==> src/logic/soc_reg_pkg.sv <==
package soc_reg_pkg;

    localparam int DATA_W        = 32;
    localparam int GPIO_W        = 8;
    localparam int IRQ_W         = 8;
    localparam int IRQ_PULSE_BIT = 0;  // Latched source, all others are levels
    localparam int REG_OFF_W     = 16;

    // Config block
    localparam logic [REG_OFF_W-1:0] CONF_SCRATCH0    = 16'h0000;
    localparam logic [REG_OFF_W-1:0] CONF_SCRATCH1    = 16'h0004;
    localparam logic [REG_OFF_W-1:0] CONF_CFG_TO_CTRL = 16'h0008;
    localparam logic [REG_OFF_W-1:0] CONF_CTRL_TO_CFG = 16'h000c; // Read only
    localparam logic [REG_OFF_W-1:0] CONF_GPIO_OUT    = 16'h0010;
    localparam logic [REG_OFF_W-1:0] CONF_GPIO_OE     = 16'h0014;
    localparam logic [REG_OFF_W-1:0] CONF_GPIO_IN     = 16'h0018; // Read only

    // Interrupt controller
    localparam logic [REG_OFF_W-1:0] INTC_STATUS = 16'h0000;
    localparam logic [REG_OFF_W-1:0] INTC_MASK   = 16'h0004;
    localparam logic [REG_OFF_W-1:0] INTC_ACK    = 16'h0008;

    typedef enum logic [1:0] {
        RESP_OKAY   = 2'b00,
        RESP_DECERR = 2'b11
    } resp_e;

    localparam int FIFO_DEPTH = 4;
    localparam int FIFO_PTR_W = $clog2(FIFO_DEPTH);

endpackage

==> src/logic/soc_map_pkg.sv <==
package soc_map_pkg;
    import soc_reg_pkg::*;

    localparam int ADDR_W = 32;
    localparam int SLOT_W = 4;

    // Top-level regions behind the CPU port
    typedef enum logic [1:0] {
        REGION_MEM  = 2'd0,
        REGION_BOOT = 2'd1, // Boot ROM / SPI flash window
        REGION_LITE = 2'd2
    } region_e;

    // Slots served inside the lite region
    localparam logic [SLOT_W-1:0] SLOT_CONF = 4'h4;
    localparam logic [SLOT_W-1:0] SLOT_INTC = 4'h6;

    typedef struct packed {
        logic [3:0]  top;   // 256MB granule
        logic [7:0]  area;
        logic [19:0] low;
    } area_view_t;

    typedef struct packed {
        logic [11:0]          high;
        logic [SLOT_W-1:0]    slot;   // Peripheral select, 64KB each
        logic [REG_OFF_W-1:0] offset;
    } slot_view_t;

    // Same address word, region view and peripheral view
    typedef union packed {
        area_view_t area_v;
        slot_view_t slot_v;
    } addr_view_u;

    typedef struct packed {
        region_e              region;
        logic [SLOT_W-1:0]    slot;
        logic [REG_OFF_W-1:0] offset;
        logic                 we;
        logic [DATA_W-1:0]    wdata;
        logic [ADDR_W-1:0]    addr;
    } decoded_req_t;

endpackage

==> src/logic/periph_addr_decoder.sv <==
module periph_addr_decoder
    import soc_map_pkg::*;
    import soc_reg_pkg::*;
(
    input  logic              req_valid_i,
    input  logic              req_we_i,
    input  logic [ADDR_W-1:0] req_addr_i,
    input  logic [DATA_W-1:0] req_wdata_i,
    output logic              dec_valid_o,
    output decoded_req_t      dec_req_o
);

    addr_view_u           view;
    region_e              region;
    logic                 is_boot;
    logic [SLOT_W-1:0]    slot;
    logic [REG_OFF_W-1:0] offset;

    assign view = req_addr_i;

    // 0x1c0xxxxx or 0x1d00xxxx
    assign is_boot = ({view.area_v.top, view.area_v.area} == 12'h1c0) ||
                     ({view.slot_v.high, view.slot_v.slot} == 16'h1d00);

    always_comb begin
        if (view.area_v.top == 4'h0) begin
            region = REGION_MEM;
        end else if (is_boot) begin
            region = REGION_BOOT;
        end else begin
            // Holes in the map also land here and get DECERR later
            region = REGION_LITE;
        end
    end

    always_comb begin
        slot   = '0;
        offset = '0;
        if (region == REGION_LITE) begin
            slot   = view.slot_v.slot;
            offset = view.slot_v.offset;
        end
    end

    assign dec_valid_o = req_valid_i;

    always_comb begin
        dec_req_o        = '0;
        dec_req_o.region = region;
        dec_req_o.slot   = slot;
        dec_req_o.offset = offset;
        dec_req_o.we     = req_we_i;
        dec_req_o.wdata  = req_wdata_i;
        dec_req_o.addr   = req_addr_i;
    end

endmodule

==> src/logic/request_fifo.sv <==
module request_fifo
    import soc_map_pkg::*;
    import soc_reg_pkg::*;
(
    input  logic         soc_clk,
    input  logic         rst_n_i,
    input  logic         push_i,
    input  decoded_req_t push_data_i,
    input  logic         pop_i,
    output logic         valid_o,
    output decoded_req_t head_o,
    output logic         busy_o
);

    decoded_req_t          mem [FIFO_DEPTH];
    logic [FIFO_PTR_W-1:0] wr_ptr_q;
    logic [FIFO_PTR_W-1:0] rd_ptr_q;
    logic [FIFO_PTR_W:0]   count_q;

    always_ff @(posedge soc_clk or negedge rst_n_i) begin
        if (!rst_n_i) begin
            wr_ptr_q <= '0;
            rd_ptr_q <= '0;
            count_q  <= '0;
        end else begin
            if (push_i) wr_ptr_q <= wr_ptr_q + 1'b1; // Wraps, depth is a power of two
            if (pop_i) rd_ptr_q <= rd_ptr_q + 1'b1;
            case ({push_i, pop_i})
                2'b10:   count_q <= count_q + 1'b1;
                2'b01:   count_q <= count_q - 1'b1;
                default: count_q <= count_q;
            endcase
        end
    end

    always_ff @(posedge soc_clk) begin
        if (push_i) begin
            mem[wr_ptr_q] <= push_data_i;
        end
    end

    assign valid_o = (count_q != '0);
    assign head_o  = mem[rd_ptr_q];
    assign busy_o  = (count_q == (FIFO_PTR_W + 1)'(FIFO_DEPTH));

    // Requester honours busy_o
    a_no_push_full: assert property (
        @(posedge soc_clk) disable iff (!rst_n_i) push_i |-> !busy_o
    ) else $error("request_fifo: push while full");

    a_no_pop_empty: assert property (
        @(posedge soc_clk) disable iff (!rst_n_i) pop_i |-> valid_o
    ) else $error("request_fifo: pop while empty");

endmodule

==> src/logic/confreg_regs.sv <==
module confreg_regs
    import soc_reg_pkg::*;
(
    input  logic                 soc_clk,
    input  logic                 rst_n_i,
    input  logic                 wr_i,
    input  logic [REG_OFF_W-1:0] rd_offset_i,
    input  logic [REG_OFF_W-1:0] wr_offset_i,
    input  logic [DATA_W-1:0]    wdata_i,
    input  logic [GPIO_W-1:0]    gpio_i,
    input  logic [DATA_W-1:0]    dat_ctrl_to_cfg_i,
    output logic [DATA_W-1:0]    rdata_o,
    output logic [GPIO_W-1:0]    gpio_o,
    output logic [GPIO_W-1:0]    gpio_t_o,
    output logic [DATA_W-1:0]    dat_cfg_to_ctrl_o
);

    logic [DATA_W-1:0] scratch0_q;
    logic [DATA_W-1:0] scratch1_q;
    logic [DATA_W-1:0] cfg_to_ctrl_q;
    logic [GPIO_W-1:0] gpio_out_q;
    logic [GPIO_W-1:0] gpio_oe_q;

    always_ff @(posedge soc_clk or negedge rst_n_i) begin
        if (!rst_n_i) begin
            scratch0_q    <= '0;
            scratch1_q    <= '0;
            cfg_to_ctrl_q <= '0;
            gpio_out_q    <= '0;
            gpio_oe_q     <= '0;
        end else if (wr_i) begin
            case (wr_offset_i)
                CONF_SCRATCH0:    scratch0_q    <= wdata_i;
                CONF_SCRATCH1:    scratch1_q    <= wdata_i;
                CONF_CFG_TO_CTRL: cfg_to_ctrl_q <= wdata_i;
                CONF_GPIO_OUT:    gpio_out_q    <= wdata_i[GPIO_W-1:0];
                CONF_GPIO_OE:     gpio_oe_q     <= wdata_i[GPIO_W-1:0];
                default: ; // Read-only and unmapped offsets ignore writes
            endcase
        end
    end

    always_comb begin
        case (rd_offset_i)
            CONF_SCRATCH0:    rdata_o = scratch0_q;
            CONF_SCRATCH1:    rdata_o = scratch1_q;
            CONF_CFG_TO_CTRL: rdata_o = cfg_to_ctrl_q;
            CONF_CTRL_TO_CFG: rdata_o = dat_ctrl_to_cfg_i;
            CONF_GPIO_OUT:    rdata_o = DATA_W'(gpio_out_q);
            CONF_GPIO_OE:     rdata_o = DATA_W'(gpio_oe_q);
            CONF_GPIO_IN:     rdata_o = DATA_W'(gpio_i);
            default:          rdata_o = '0;
        endcase
    end

    assign gpio_o            = gpio_out_q;
    assign gpio_t_o          = gpio_oe_q; // Per-pin enable
    assign dat_cfg_to_ctrl_o = cfg_to_ctrl_q;

endmodule

==> src/logic/irq_controller.sv <==
module irq_controller
    import soc_reg_pkg::*;
(
    input  logic                 soc_clk,
    input  logic                 rst_n_i,
    input  logic [IRQ_W-1:0]     irq_i,
    input  logic                 wr_i,
    input  logic [REG_OFF_W-1:0] wr_offset_i,
    input  logic [REG_OFF_W-1:0] rd_offset_i,
    input  logic [DATA_W-1:0]    wdata_i,
    output logic [DATA_W-1:0]    rdata_o,
    output logic                 cpu_irq_o
);

    logic             pulse_q;
    logic             ack;
    logic [IRQ_W-1:0] mask_q;
    logic [IRQ_W-1:0] pending;

    assign ack = wr_i && (wr_offset_i == INTC_ACK) && wdata_i[IRQ_PULSE_BIT];

    // Sticky latch for the pulse source
    always_ff @(posedge soc_clk or negedge rst_n_i) begin
        if (!rst_n_i) begin
            pulse_q <= 1'b0;
        end else if (irq_i[IRQ_PULSE_BIT]) begin
            pulse_q <= 1'b1; // New pulse beats a same-cycle ack
        end else if (ack) begin
            pulse_q <= 1'b0;
        end
    end

    always_comb begin
        pending                = irq_i;
        pending[IRQ_PULSE_BIT] = pulse_q;
    end

    always_ff @(posedge soc_clk or negedge rst_n_i) begin
        if (!rst_n_i) begin
            mask_q    <= '0;
            cpu_irq_o <= 1'b0;
        end else begin
            if (wr_i && wr_offset_i == INTC_MASK) begin
                mask_q <= wdata_i[IRQ_W-1:0];
            end
            cpu_irq_o <= |(pending & mask_q);
        end
    end

    always_comb begin
        case (rd_offset_i)
            INTC_STATUS: rdata_o = DATA_W'(pending);
            INTC_MASK:   rdata_o = DATA_W'(mask_q);
            default:     rdata_o = '0;
        endcase
    end

endmodule

==> src/logic/periph_access_unit.sv <==
module periph_access_unit
    import soc_map_pkg::*;
    import soc_reg_pkg::*;
(
    input  logic              soc_clk,
    input  logic              rst_n_i,
    input  logic              valid_i,
    input  decoded_req_t      head_i,
    input  logic [GPIO_W-1:0] gpio_i,
    input  logic [DATA_W-1:0] dat_ctrl_to_cfg_i,
    input  logic [IRQ_W-1:0]  irq_i,
    output logic              pop_o,
    output logic              rsp_valid_o,
    output logic [DATA_W-1:0] rsp_rdata_o,
    output resp_e             rsp_resp_o,
    output logic              fwd_valid_o,
    output logic              fwd_boot_o,
    output logic [ADDR_W-1:0] fwd_addr_o,
    output logic              fwd_we_o,
    output logic [DATA_W-1:0] fwd_wdata_o,
    output logic [GPIO_W-1:0] gpio_o,
    output logic [GPIO_W-1:0] gpio_t_o,
    output logic [DATA_W-1:0] dat_cfg_to_ctrl_o,
    output logic              cpu_irq_o
);

    decoded_req_t      cur_q;
    logic              cur_valid_q;
    logic              is_fwd, is_conf, is_intc;
    logic              conf_wr, intc_wr, conf_rd, intc_rd;
    logic [DATA_W-1:0] conf_rdata, intc_rdata, rd_data;

    // One access in service at a time, bursts wait in the queue
    assign pop_o = valid_i & ~cur_valid_q;

    always_ff @(posedge soc_clk or negedge rst_n_i) begin
        if (!rst_n_i) begin
            cur_valid_q <= 1'b0;
        end else begin
            cur_valid_q <= pop_o;
        end
    end

    always_ff @(posedge soc_clk) begin
        if (pop_o) cur_q <= head_i;
    end

    assign is_fwd  = (cur_q.region != REGION_LITE);
    assign is_conf = !is_fwd && (cur_q.slot == SLOT_CONF);
    assign is_intc = !is_fwd && (cur_q.slot == SLOT_INTC);
    assign conf_wr = cur_valid_q & is_conf & cur_q.we;
    assign intc_wr = cur_valid_q & is_intc & cur_q.we;
    assign conf_rd = cur_valid_q & is_conf & ~cur_q.we;
    assign intc_rd = cur_valid_q & is_intc & ~cur_q.we;

    always_comb begin
        rd_data = '0; // Writes and decode errors return zero
        if (conf_rd) rd_data = conf_rdata;
        else if (intc_rd) rd_data = intc_rdata;
    end

    confreg_regs u_confreg (
        .soc_clk           (soc_clk),
        .rst_n_i           (rst_n_i),
        .wr_i              (conf_wr),
        .rd_offset_i       (cur_q.offset),
        .wr_offset_i       (cur_q.offset),
        .wdata_i           (cur_q.wdata),
        .gpio_i            (gpio_i),
        .dat_ctrl_to_cfg_i (dat_ctrl_to_cfg_i),
        .rdata_o           (conf_rdata),
        .gpio_o            (gpio_o),
        .gpio_t_o          (gpio_t_o),
        .dat_cfg_to_ctrl_o (dat_cfg_to_ctrl_o)
    );

    irq_controller u_intc (
        .soc_clk     (soc_clk),
        .rst_n_i     (rst_n_i),
        .irq_i       (irq_i),
        .wr_i        (intc_wr),
        .wr_offset_i (cur_q.offset),
        .rd_offset_i (cur_q.offset),
        .wdata_i     (cur_q.wdata),
        .rdata_o     (intc_rdata),
        .cpu_irq_o   (cpu_irq_o)
    );

    always_ff @(posedge soc_clk or negedge rst_n_i) begin
        if (!rst_n_i) begin
            rsp_valid_o <= 1'b0;
            fwd_valid_o <= 1'b0;
        end else begin
            rsp_valid_o <= cur_valid_q & ~is_fwd;
            fwd_valid_o <= cur_valid_q & is_fwd;
        end
    end

    always_ff @(posedge soc_clk) begin
        if (cur_valid_q) begin
            rsp_rdata_o <= rd_data;
            rsp_resp_o  <= (is_conf || is_intc) ? RESP_OKAY : RESP_DECERR;
            fwd_boot_o  <= (cur_q.region == REGION_BOOT);
            fwd_addr_o  <= cur_q.addr;
            fwd_we_o    <= cur_q.we;
            fwd_wdata_o <= cur_q.wdata;
        end
    end

    a_one_outcome: assert property (
        @(posedge soc_clk) disable iff (!rst_n_i) !(rsp_valid_o && fwd_valid_o)
    ) else $error("periph_access_unit: response and forward together");

endmodule

==> src/logic/soc_periph_top.sv <==
module soc_periph_top
    import soc_map_pkg::*;
    import soc_reg_pkg::*;
(
    input  logic              soc_clk,
    input  logic              rst_n_i,
    input  logic              req_valid_i,
    input  logic              req_we_i,
    input  logic [ADDR_W-1:0] req_addr_i,
    input  logic [DATA_W-1:0] req_wdata_i,
    output logic              busy_o,
    output logic              rsp_valid_o,
    output logic [DATA_W-1:0] rsp_rdata_o,
    output resp_e             rsp_resp_o,
    output logic              fwd_valid_o,
    output logic              fwd_boot_o,
    output logic [ADDR_W-1:0] fwd_addr_o,
    output logic              fwd_we_o,
    output logic [DATA_W-1:0] fwd_wdata_o,
    input  logic [GPIO_W-1:0] gpio_i,
    output logic [GPIO_W-1:0] gpio_o,
    output logic [GPIO_W-1:0] gpio_t_o,
    input  logic [DATA_W-1:0] dat_ctrl_to_cfg_i,
    output logic [DATA_W-1:0] dat_cfg_to_ctrl_o,
    input  logic [IRQ_W-1:0]  irq_i,
    output logic              cpu_irq_o
);

    logic         dec_valid;
    decoded_req_t dec_req;
    logic         fifo_valid;
    decoded_req_t fifo_head;
    logic         fifo_pop;

    periph_addr_decoder u_decoder (
        .req_valid_i (req_valid_i),
        .req_we_i    (req_we_i),
        .req_addr_i  (req_addr_i),
        .req_wdata_i (req_wdata_i),
        .dec_valid_o (dec_valid),
        .dec_req_o   (dec_req)
    );

    request_fifo u_fifo (
        .soc_clk     (soc_clk),
        .rst_n_i     (rst_n_i),
        .push_i      (dec_valid),
        .push_data_i (dec_req),
        .pop_i       (fifo_pop),
        .valid_o     (fifo_valid),
        .head_o      (fifo_head),
        .busy_o      (busy_o)
    );

    periph_access_unit u_access (
        .soc_clk           (soc_clk),
        .rst_n_i           (rst_n_i),
        .valid_i           (fifo_valid),
        .head_i            (fifo_head),
        .gpio_i            (gpio_i),
        .dat_ctrl_to_cfg_i (dat_ctrl_to_cfg_i),
        .irq_i             (irq_i),
        .pop_o             (fifo_pop),
        .rsp_valid_o       (rsp_valid_o),
        .rsp_rdata_o       (rsp_rdata_o),
        .rsp_resp_o        (rsp_resp_o),
        .fwd_valid_o       (fwd_valid_o),
        .fwd_boot_o        (fwd_boot_o),
        .fwd_addr_o        (fwd_addr_o),
        .fwd_we_o          (fwd_we_o),
        .fwd_wdata_o       (fwd_wdata_o),
        .gpio_o            (gpio_o),
        .gpio_t_o          (gpio_t_o),
        .dat_cfg_to_ctrl_o (dat_cfg_to_ctrl_o),
        .cpu_irq_o         (cpu_irq_o)
    );

endmodule

==> config.mk <==
export PLATFORM = sky130hd
export DESIGN_NAME = soc_periph_top
export DESIGN_NICKNAME = d
export VERILOG_FILES = /design/src/logic/soc_reg_pkg.sv /design/src/logic/soc_map_pkg.sv /design/src/logic/periph_addr_decoder.sv /design/src/logic/request_fifo.sv /design/src/logic/confreg_regs.sv /design/src/logic/irq_controller.sv /design/src/logic/periph_access_unit.sv /design/src/logic/soc_periph_top.sv
export SDC_FILE = /design/constraint.sdc
export NUM_CORES = 1
export LEC_CHECK = 0
export ABC_AREA = 1
export CAP_MARGIN = 20
export CELL_PAD_IN_SITES_DETAIL_PLACEMENT = 0
export CELL_PAD_IN_SITES_GLOBAL_PLACEMENT = 1
export CORE_MARGIN = 2
export CORE_UTILIZATION = 23
export CTS_BUF_LIST = sky130_fd_sc_hd__clkbuf_16
export CTS_CLUSTER_DIAMETER = 40
export DETAILED_ROUTE_END_ITERATION = 6
export DONT_BUFFER_PORTS = 1
export PLACE_DENSITY_LB_ADDON = 0.05
export SYNTH_ARGS = -nofsm -noshare
export SYNTH_HDL_FRONTEND = slang
export SYNTH_SLANG_ARGS = --single-unit
==> constraint.sdc <==
create_clock -name soc_clk -period 9.85 [get_ports soc_clk]
set_input_delay 1.97 -clock soc_clk [delete_from_list [all_inputs] [get_ports soc_clk]]
set_output_delay 1.97 -clock soc_clk [all_outputs]
set_load 0.005 [all_outputs]
==> results_dict.tcl, run 1 <==
set metrics [dict create \
    count_of_port_buffers_added_during_placement 0 \
    worst_pin_slew_ns 1.09 \
    first_global_vias 15800 \
    period_share 0.400 \
    critPathRequiredTime_ns 10.42 \
    antenna_found_initial 5 \
    status "finished clean" \
    leakage_nw 11.5 \
    vertical_extent_of_the_die_um 336 \
    detail_route.wirelength_um 80000 \
    ant_nets 0 \
    slowest_delay_ns 0.92 \
    synth_edf_count 534 \
    count_of_final_setup_violators 0 \
    relSlewSlack 0.273 \
    multi_input_comb_area_sq_mm 0.00519 \
    worst_r2r_endpoint "u_access.rsp_rdata_o[15]$_SDFFCE_PP0P_" \
    clk-insertion-delay-late_ns 0.72 \
    synth_top_cells_by_count "534 x edfxtp_1, 302 x o21ai_0, 240 x nor2_1, 234 x nand2_1, 132 x dfrtp_1" \
    clock-sinks 666 \
    worst-setup-path-type "flip-flop to flip-flop" \
    vdd_drop_max_v 0.000180 \
    post-cts-setup-buffers 0 \
    number_of_cells_traversed_by_the_worst_hold_path 0 \
    synth_cell_types 33 \
    startpoint_type "flip-flop" \
    hold_path.startpoint "u_access.cur_q[23]$_DFFE_PN_" \
    pwr_density_cell_mw_per_mm2 340 \
    synth_flop_cell "edfxtp_1" \
    area.sequential_sq_mm 0.0193 \
    h-tree-depth 4 \
    n_fill_cell 11000 \
    final_period_minus_worst_setup_slack_ns 3.94 \
    globalplace.congestion 0.705 \
    design.portCount 268 \
    first_pass_iters 5 \
    crit_path_max_fanout 92 \
    setup-tns-final_ns 0 \
    critPathArrivalTime_ns 4.51 \
    post_cts_hold_buffer_count 0 \
    fp-row-count 121 \
    synthTopCellsByArea "edfxtp_1 63%, dfrtp_1 13%, o21ai_0 6.0%" \
    worst_hold_path_type "flip-flop to flip-flop" \
    slew_viol_final 0 \
    floorplan.die_area_sq_mm 0.113 \
    ys_async_sr_fraction 0.198 \
    flow.area_growth_from_synthesis_pct 25.5 \
    drc 0 \
    syn-mean-instance-area_sq_um 12.9 \
    synth.largest_area_cell "edfxtp_1" \
    synth.net_count 2080 \
    post_cts.resized_instances 0 \
    max_freq_mhz 254 \
    synthesis.area_sq_mm 0.0253 \
    overflow_after_grt 0 \
    finalHoldWorstSlack_ns 0.415 \
    path_clk_slew_ns 0.06 \
    timing.critical_path.slowest_stage_cell "buf_4" \
    synth-seq-area-share 0.764 \
    r2r_slack_ns 5.91 \
    timing.critical_path.to_type "flip-flop" \
    dp_hpwl_um 46000 \
    critical_register_to_register_path_startpoint "u_access.cur_q[76]$_DFFE_PN_" \
    core_area_sq_mm 0.109 \
    netlist_instances 1958 \
    wl_per_instance_um 22.5 \
    drv.max_cap_violation_count 0 \
    min_delay_worst_endpoint "u_access.fwd_addr_o[23]$_DFFE_PP_" \
    timing.reg2reg.worst_path_depth 9 \
    via_count 15300 \
    rsz0062_at_grt "false" \
    clock_tree_from_tritoncts "built" \
    final_hold_viol_count 0 \
    max-clock-path-buffers 3 \
    most_numerous_cell_in_the_yosys_netlist "edfxtp_1" \
    grt_start_max_net_pins 133 \
    cts.root.buffer_cell "clkbuf_16" \
    clock-skew-final_ns 0.0315 \
    grt_first_pass_wirelength_um 115000 \
    final_layout_size_suffix_gt1_frac 0.126 \
    die-width_um 336 \
    post_drt_via_cell_ratio 4.30 \
    synth_top_area_share 0.634 \
    synth.ff_latch_count 666 \
    floorplan.initialDensity 0.232 \
    grtUsageTotal 0.142 \
    synthesis.yosys.warnings 0 \
    finish.net_count 2137 \
    cpMostUsedCell "nand2_1" \
    cell_by_cell_trace_of_the_critical_path "nor2_1, nand2_1, nor2_4, buf_4, nand2_1, nand2_1, nor2_1, a21oi_4, and2_1" \
    first_iter_violations 820 \
    tritoncts.num_buffers 144 \
]
==> power breakdown <==
| part | total, mW | internal, mW | switching [mW] |
|---|---|---|---|
| registers | 4.44 | 4.01 | 0.424 |
| clock network | 4.79 | 3.20 | 1.59 |
| logic | 1.57 | 0.331 | 1.24 |
| total | 10.8 | 7.55 | 3.25 |
==> cells in the final DEF (no fill, tap or decap), drive strengths merged, types with 13 or more instances in the layout <==
cell type,n
bufinv,19
nand2,235
nor2,247
clkinv,49
clkbuf,147
o21ai,302
nand3,130
clkinvlp,13
o22ai,93
edfxtp,534
and2,24
dfrtp,132
nand4,26
inv,135
buf,22
==> worst max path at each step <==
stage                                   startpoint                                endpoint  slack, ns  cells after the start
global route          u_access.cur_q[75]$_DFFE_PN_  u_access.rsp_rdata_o[15]$_SDFFCE_PP0P_       5.54                      9
detailed placement    u_access.cur_q[76]$_DFFE_PN_  u_access.rsp_rdata_o[13]$_SDFFCE_PP0P_       5.76                      9
CTS                   u_access.cur_q[76]$_DFFE_PN_  u_access.rsp_rdata_o[20]$_SDFFCE_PP0P_       5.75                      9
global placement      u_access.cur_q[76]$_DFFE_PN_  u_access.rsp_rdata_o[15]$_SDFFCE_PP0P_       5.78                      9
finish                u_access.cur_q[76]$_DFFE_PN_  u_access.rsp_rdata_o[15]$_SDFFCE_PP0P_       5.91                      9
floorplan           u_access.cur_valid_q$_DFF_PN0_           u_fifo.count_q[2]$_DFFE_PN0P_       1.69                      7
==> metal layers <==
metal | GRT usage | part of all wire | vias up | wire, um
met4 | 0.0474 | 0.023 | 4 | 1830
li1 | - | - | 7195 | -
met1 | 0.176 | 0.44 | 7548 | 34900
met3 | 0.0548 | 0.078 | 134 | 6230
met2 | 0.226 | 0.46 | 392 | 37100
met5 | 0 | 0.00034 | - | 27
==> logic make-up (layout without fill, tap and decap cells) <==
group,after synthesis,after routing,synth area share
flip-flops,666,666,0.764
adder cells (fa/ha/maj),6,6,0.00326
XOR/XNOR,5,5,0.00173
AND/OR/NAND/NOR,670,670,0.113
other,0,1,0
AO/OA/AOI/OAI,403,403,0.0849
buffers and inverters,208,385,0.0328
==> final cells by class <==
type / count / share of cell area
Sequential cell: 666 / 0.609
Multi-Input combinational cell: 1084 / 0.164
Clock buffer: 147 / 0.116
Tap cell: 1414 / 0.0557
Clock inverter: 119 / 0.0379
Inverter: 97 / 0.0123
Timing Repair Buffer: 22 / 0.00520
Antenna cell: 1 / 0.0000788
==> worst max-delay path: cells and delay by family, from the launching register on <==
kind / cells / cell delay (ns)
buf+inv: 1 / 0.92
compound gates: 1 / 0.83
simple gates: 7 / 1.56
flops: 1 / 0.36
==> per-stage QoR <==
| step | utilization | worst slack, ns | instance area, sq um | total power [mW] | cells |
|---|---|---|---|---|---|
| after CTS | 0.291 | 5.75 | 31800 | 11.1 | 3549 |
| after global routing | 0.291 | 5.54 | 31800 | 11.4 | 3549 |
| after global placement | 0.247 | 5.78 | 26900 | 6.19 | 3283 |
| after detailed placement | 0.247 | 5.76 | 26900 | 6.18 | 3283 |
| final | 0.291 | 5.91 | 31800 | 10.8 | 3550 |
| after floorplan | - | 1.69 | 25300 | 5.29 | 1958 |
==> state kept, by name, summed over array words and instances, names as in the netlist, 2 cells and up <==
signal                                flops
u_fifo.mem                              348
u_access.cur_q                           87
u_access.fwd_addr_o                      32
u_access.fwd_wdata_o                     32
u_access.rsp_rdata_o                     32
u_access.u_confreg.dat_cfg_to_ctrl_o     32
u_access.u_confreg.scratch0_q            32
u_access.u_confreg.scratch1_q            32
u_access.u_confreg.gpio_o                 8
u_access.u_confreg.gpio_t_o               8
u_access.u_intc.mask_q                    8
u_fifo.count_q                            3
u_fifo.rd_ptr_q                           2
u_fifo.wr_ptr_q                           2
Power figures use the tool's default switching activity.
==> run 2, diff against run 1 <==
Clock period 9.85 ns to 3.79 ns, I/O delays scaled along.
==> results_dict.tcl, run 2 (same netlist as run 1, synthesis figures left out) <==
set metrics [dict create \
    grt_start_max_net_pins 133 \
    drc 0 \
    post_drt_via_cell_ratio 4.30 \
    design.portCount 268 \
    rsz0062_at_grt "false" \
    max_freq_mhz 402 \
    postPlaceCellArea_sq_mm 0.0270 \
    timing.critical_path.to_type "flip-flop" \
    fin_area_sq_mm 0.0320 \
    clock-sinks 666 \
    final_period_minus_worst_setup_slack_ns 2.49 \
    share_of_total_power_in_the_clock_network 0.446 \
    floorplan.die_area_sq_mm 0.113 \
    period_share 0.657 \
    layout_commonest_cell "edfxtp_1" \
    dp_hpwl_um 46200 \
    cp_num_buf_inv 1 \
    antenna_found_initial 7 \
    finish.net_count 2152 \
    count_of_final_setup_violators 0 \
    clock-skew-final_ns 0.0277 \
    largest_registers "u_fifo.mem x348, u_access.cur_q x87" \
    die-width_um 336 \
    power.switching_mw 8.62 \
    first_pass_iters 5 \
    timing.critical_path.slowest_stage_cell "nor2_2" \
    timing.final.ws_setup_ns 1.30 \
    finalHoldWorstSlack_ns 0.0114 \
    mostFrequentLayoutCells "534 x edfxtp_1, 301 x o21ai_0, 238 x nor2_1, 234 x nand2_1, 149 x clkbuf_16" \
    first_iter_violations 870 \
    crit_path_max_fanout 32 \
    final_layout_size_suffix_gt1_frac 0.136 \
    critPathRequiredTime_ns 4.36 \
    worst_pin_slew_ns 0.859 \
    detail_route.wirelength_um 80600 \
    leakage_nw 11.6 \
    power_frac_seq 0.397 \
    cts.root.buffer_cell "clkbuf_16" \
    pwr_density_cell_mw_per_mm2 889 \
    vertical_extent_of_the_die_um 336 \
    wl_per_instance_um 22.6 \
    grt_first_pass_wirelength_um 117000 \
    max-clock-path-buffers 3 \
    via_count 15300 \
    tritoncts.num_buffers 148 \
    slew_viol_final 0 \
    dp_slack_ns 1.26 \
    setup-tns-final_ns 0 \
    worst_hold_path_type "input port to async pin" \
    largest_reg_flops 348 \
    power.share.combinational 0.156 \
    worst-setup-path-type "flip-flop to flip-flop" \
    status "finished clean" \
    startpoint_type "flip-flop" \
    registers.top_by_ff_count "u_fifo.mem" \
    n_fill_cell 11000 \
    first_global_vias 16200 \
    grtUsageTotal 0.144 \
    power.switching_fraction 0.303 \
    post_layout_nonfiller_instances 3571 \
    core_area_sq_mm 0.109 \
    flow.area_growth_from_synthesis_pct 26.5 \
    post_cts.resized_instances 0 \
    internal_power_mw 19.8 \
    ant_nets 0 \
    power.total_mw 28.5 \
    clk-insertion-delay-late_ns 0.72 \
    final_hold_viol_count 0 \
    relSlewSlack 0.427 \
    clock_tree_from_tritoncts "built" \
    vdd_drop_max_v 0.000595 \
    h-tree-depth 4 \
    count_of_port_buffers_added_during_placement 0 \
    final_core_util 0.294 \
    critPathArrivalTime_ns 3.06 \
    floorplan.initialDensity 0.232 \
    globalplace.congestion 0.715 \
    slowest_delay_ns 0.58 \
    cell_by_cell_trace_of_the_critical_path "nor2_1, nand2_1, nor2_2, nand2_1, nand2_1, nor2_1, a21oi_4, buf_4, and2_1" \
    overflow_after_grt 0 \
    drv.max_cap_violation_count 0 \
    path_clk_slew_ns 0.05 \
    placed_cells 3293 \
    cpMostUsedCell "nand2_1" \
    family_of_cells_with_the_greatest_summed_delay_on_the_critical_path "simple AND/OR/NAND/NOR gates" \
    fp-row-count 121 \
]
[run 2: cell count changes in the layout (fill, tap and decap cells not counted), moves of 2 or more]
cell	change
diode_2	+5
clkinv_8	-4
clkbuf_16	+2
buf_4	+4
clkinv_4	-3
inv_6	+13
inv_1	-7
buf_12	+6
[run 2: worst paths after layout]
path	startpoint	end	slack [ns]	cells past startpoint
max reg2reg	u_access.cur_q[72]$_DFFE_PN_	u_access.rsp_rdata_o[15]$_SDFFCE_PP0P_	1.30	9
max in group asynchronous	rst_n_i	u_access.u_confreg.scratch0_q[27]$_DFFE_PN0P_	3.05	1
min	rst_n_i	u_fifo.count_q[0]$_DFFE_PN0P_	0.01	1
min reg2reg	u_access.cur_q[19]$_DFFE_PN_	u_access.fwd_addr_o[19]$_DFFE_PP_	0.41	0
max	u_access.cur_q[72]$_DFFE_PN_	u_access.rsp_rdata_o[15]$_SDFFCE_PP0P_	1.30	9
min in group soc_clk	req_valid_i	u_fifo.wr_ptr_q[0]$_DFFE_PN0P_	0.12	1
[run 2: routing by layer]
layer / global-route usage / routed length [um]
met1: 0.177 / 34900
met2: 0.233 / 38100
met3: 0.0532 / 5900
met4: 0.0493 / 1690
met5: 0 / 28
[run 2: repair_timing]
| item | CTS | global route |
|---|---|---|
| hold endpoints to repair | 132 | 0 |
| endpoints found under the setup margin | 0 | 0 |
| hold buffers | 1 | 0 |
| buffers inserted | 0 | 0 |
[run 2: area by class of cell]
| class | instances | area (sq um) | share of cell area |
|---|---|---|---|
| repair buffers | 33 | 343 | 0.0107 |
| clock buffers | 149 | 3730 | 0.116 |
| flip-flops and latches | 666 | 19300 | 0.604 |
| inverters | 97 | 392 | 0.0122 |
| multi-input cells | 1084 | 5200 | 0.162 |
| diodes | 6 | 15.0 | 0.000469 |
| clock inverters | 122 | 1220 | 0.0381 |
| well taps | 1414 | 1770 | 0.0553 |
[run 2: power by group through the flow]
| stage | logic [mW] | registers (mW) | clock network (mW) |
|---|---|---|---|
| 2_1_floorplan | 2.43 | 11.2 | 0 |
| 3_3_place_gp | 4.66 | 11.5 | 0 |
| 3_5_place_dp | 4.68 | 11.5 | 0 |
| 4_1_cts | 4.73 | 11.4 | 13.1 |
| 5_1_grt | 5.10 | 11.5 | 13.4 |
| 6_report | 4.45 | 11.3 | 12.7 |
[run 2: worst register-to-register path: cells and delay by family, from the launching register on]
family | cells | cell delay [ns]
simple gates | 7 | 1.44
buf+inv | 1 | 0.43
flops | 1 | 0.35
compound gates | 1 | 0.12
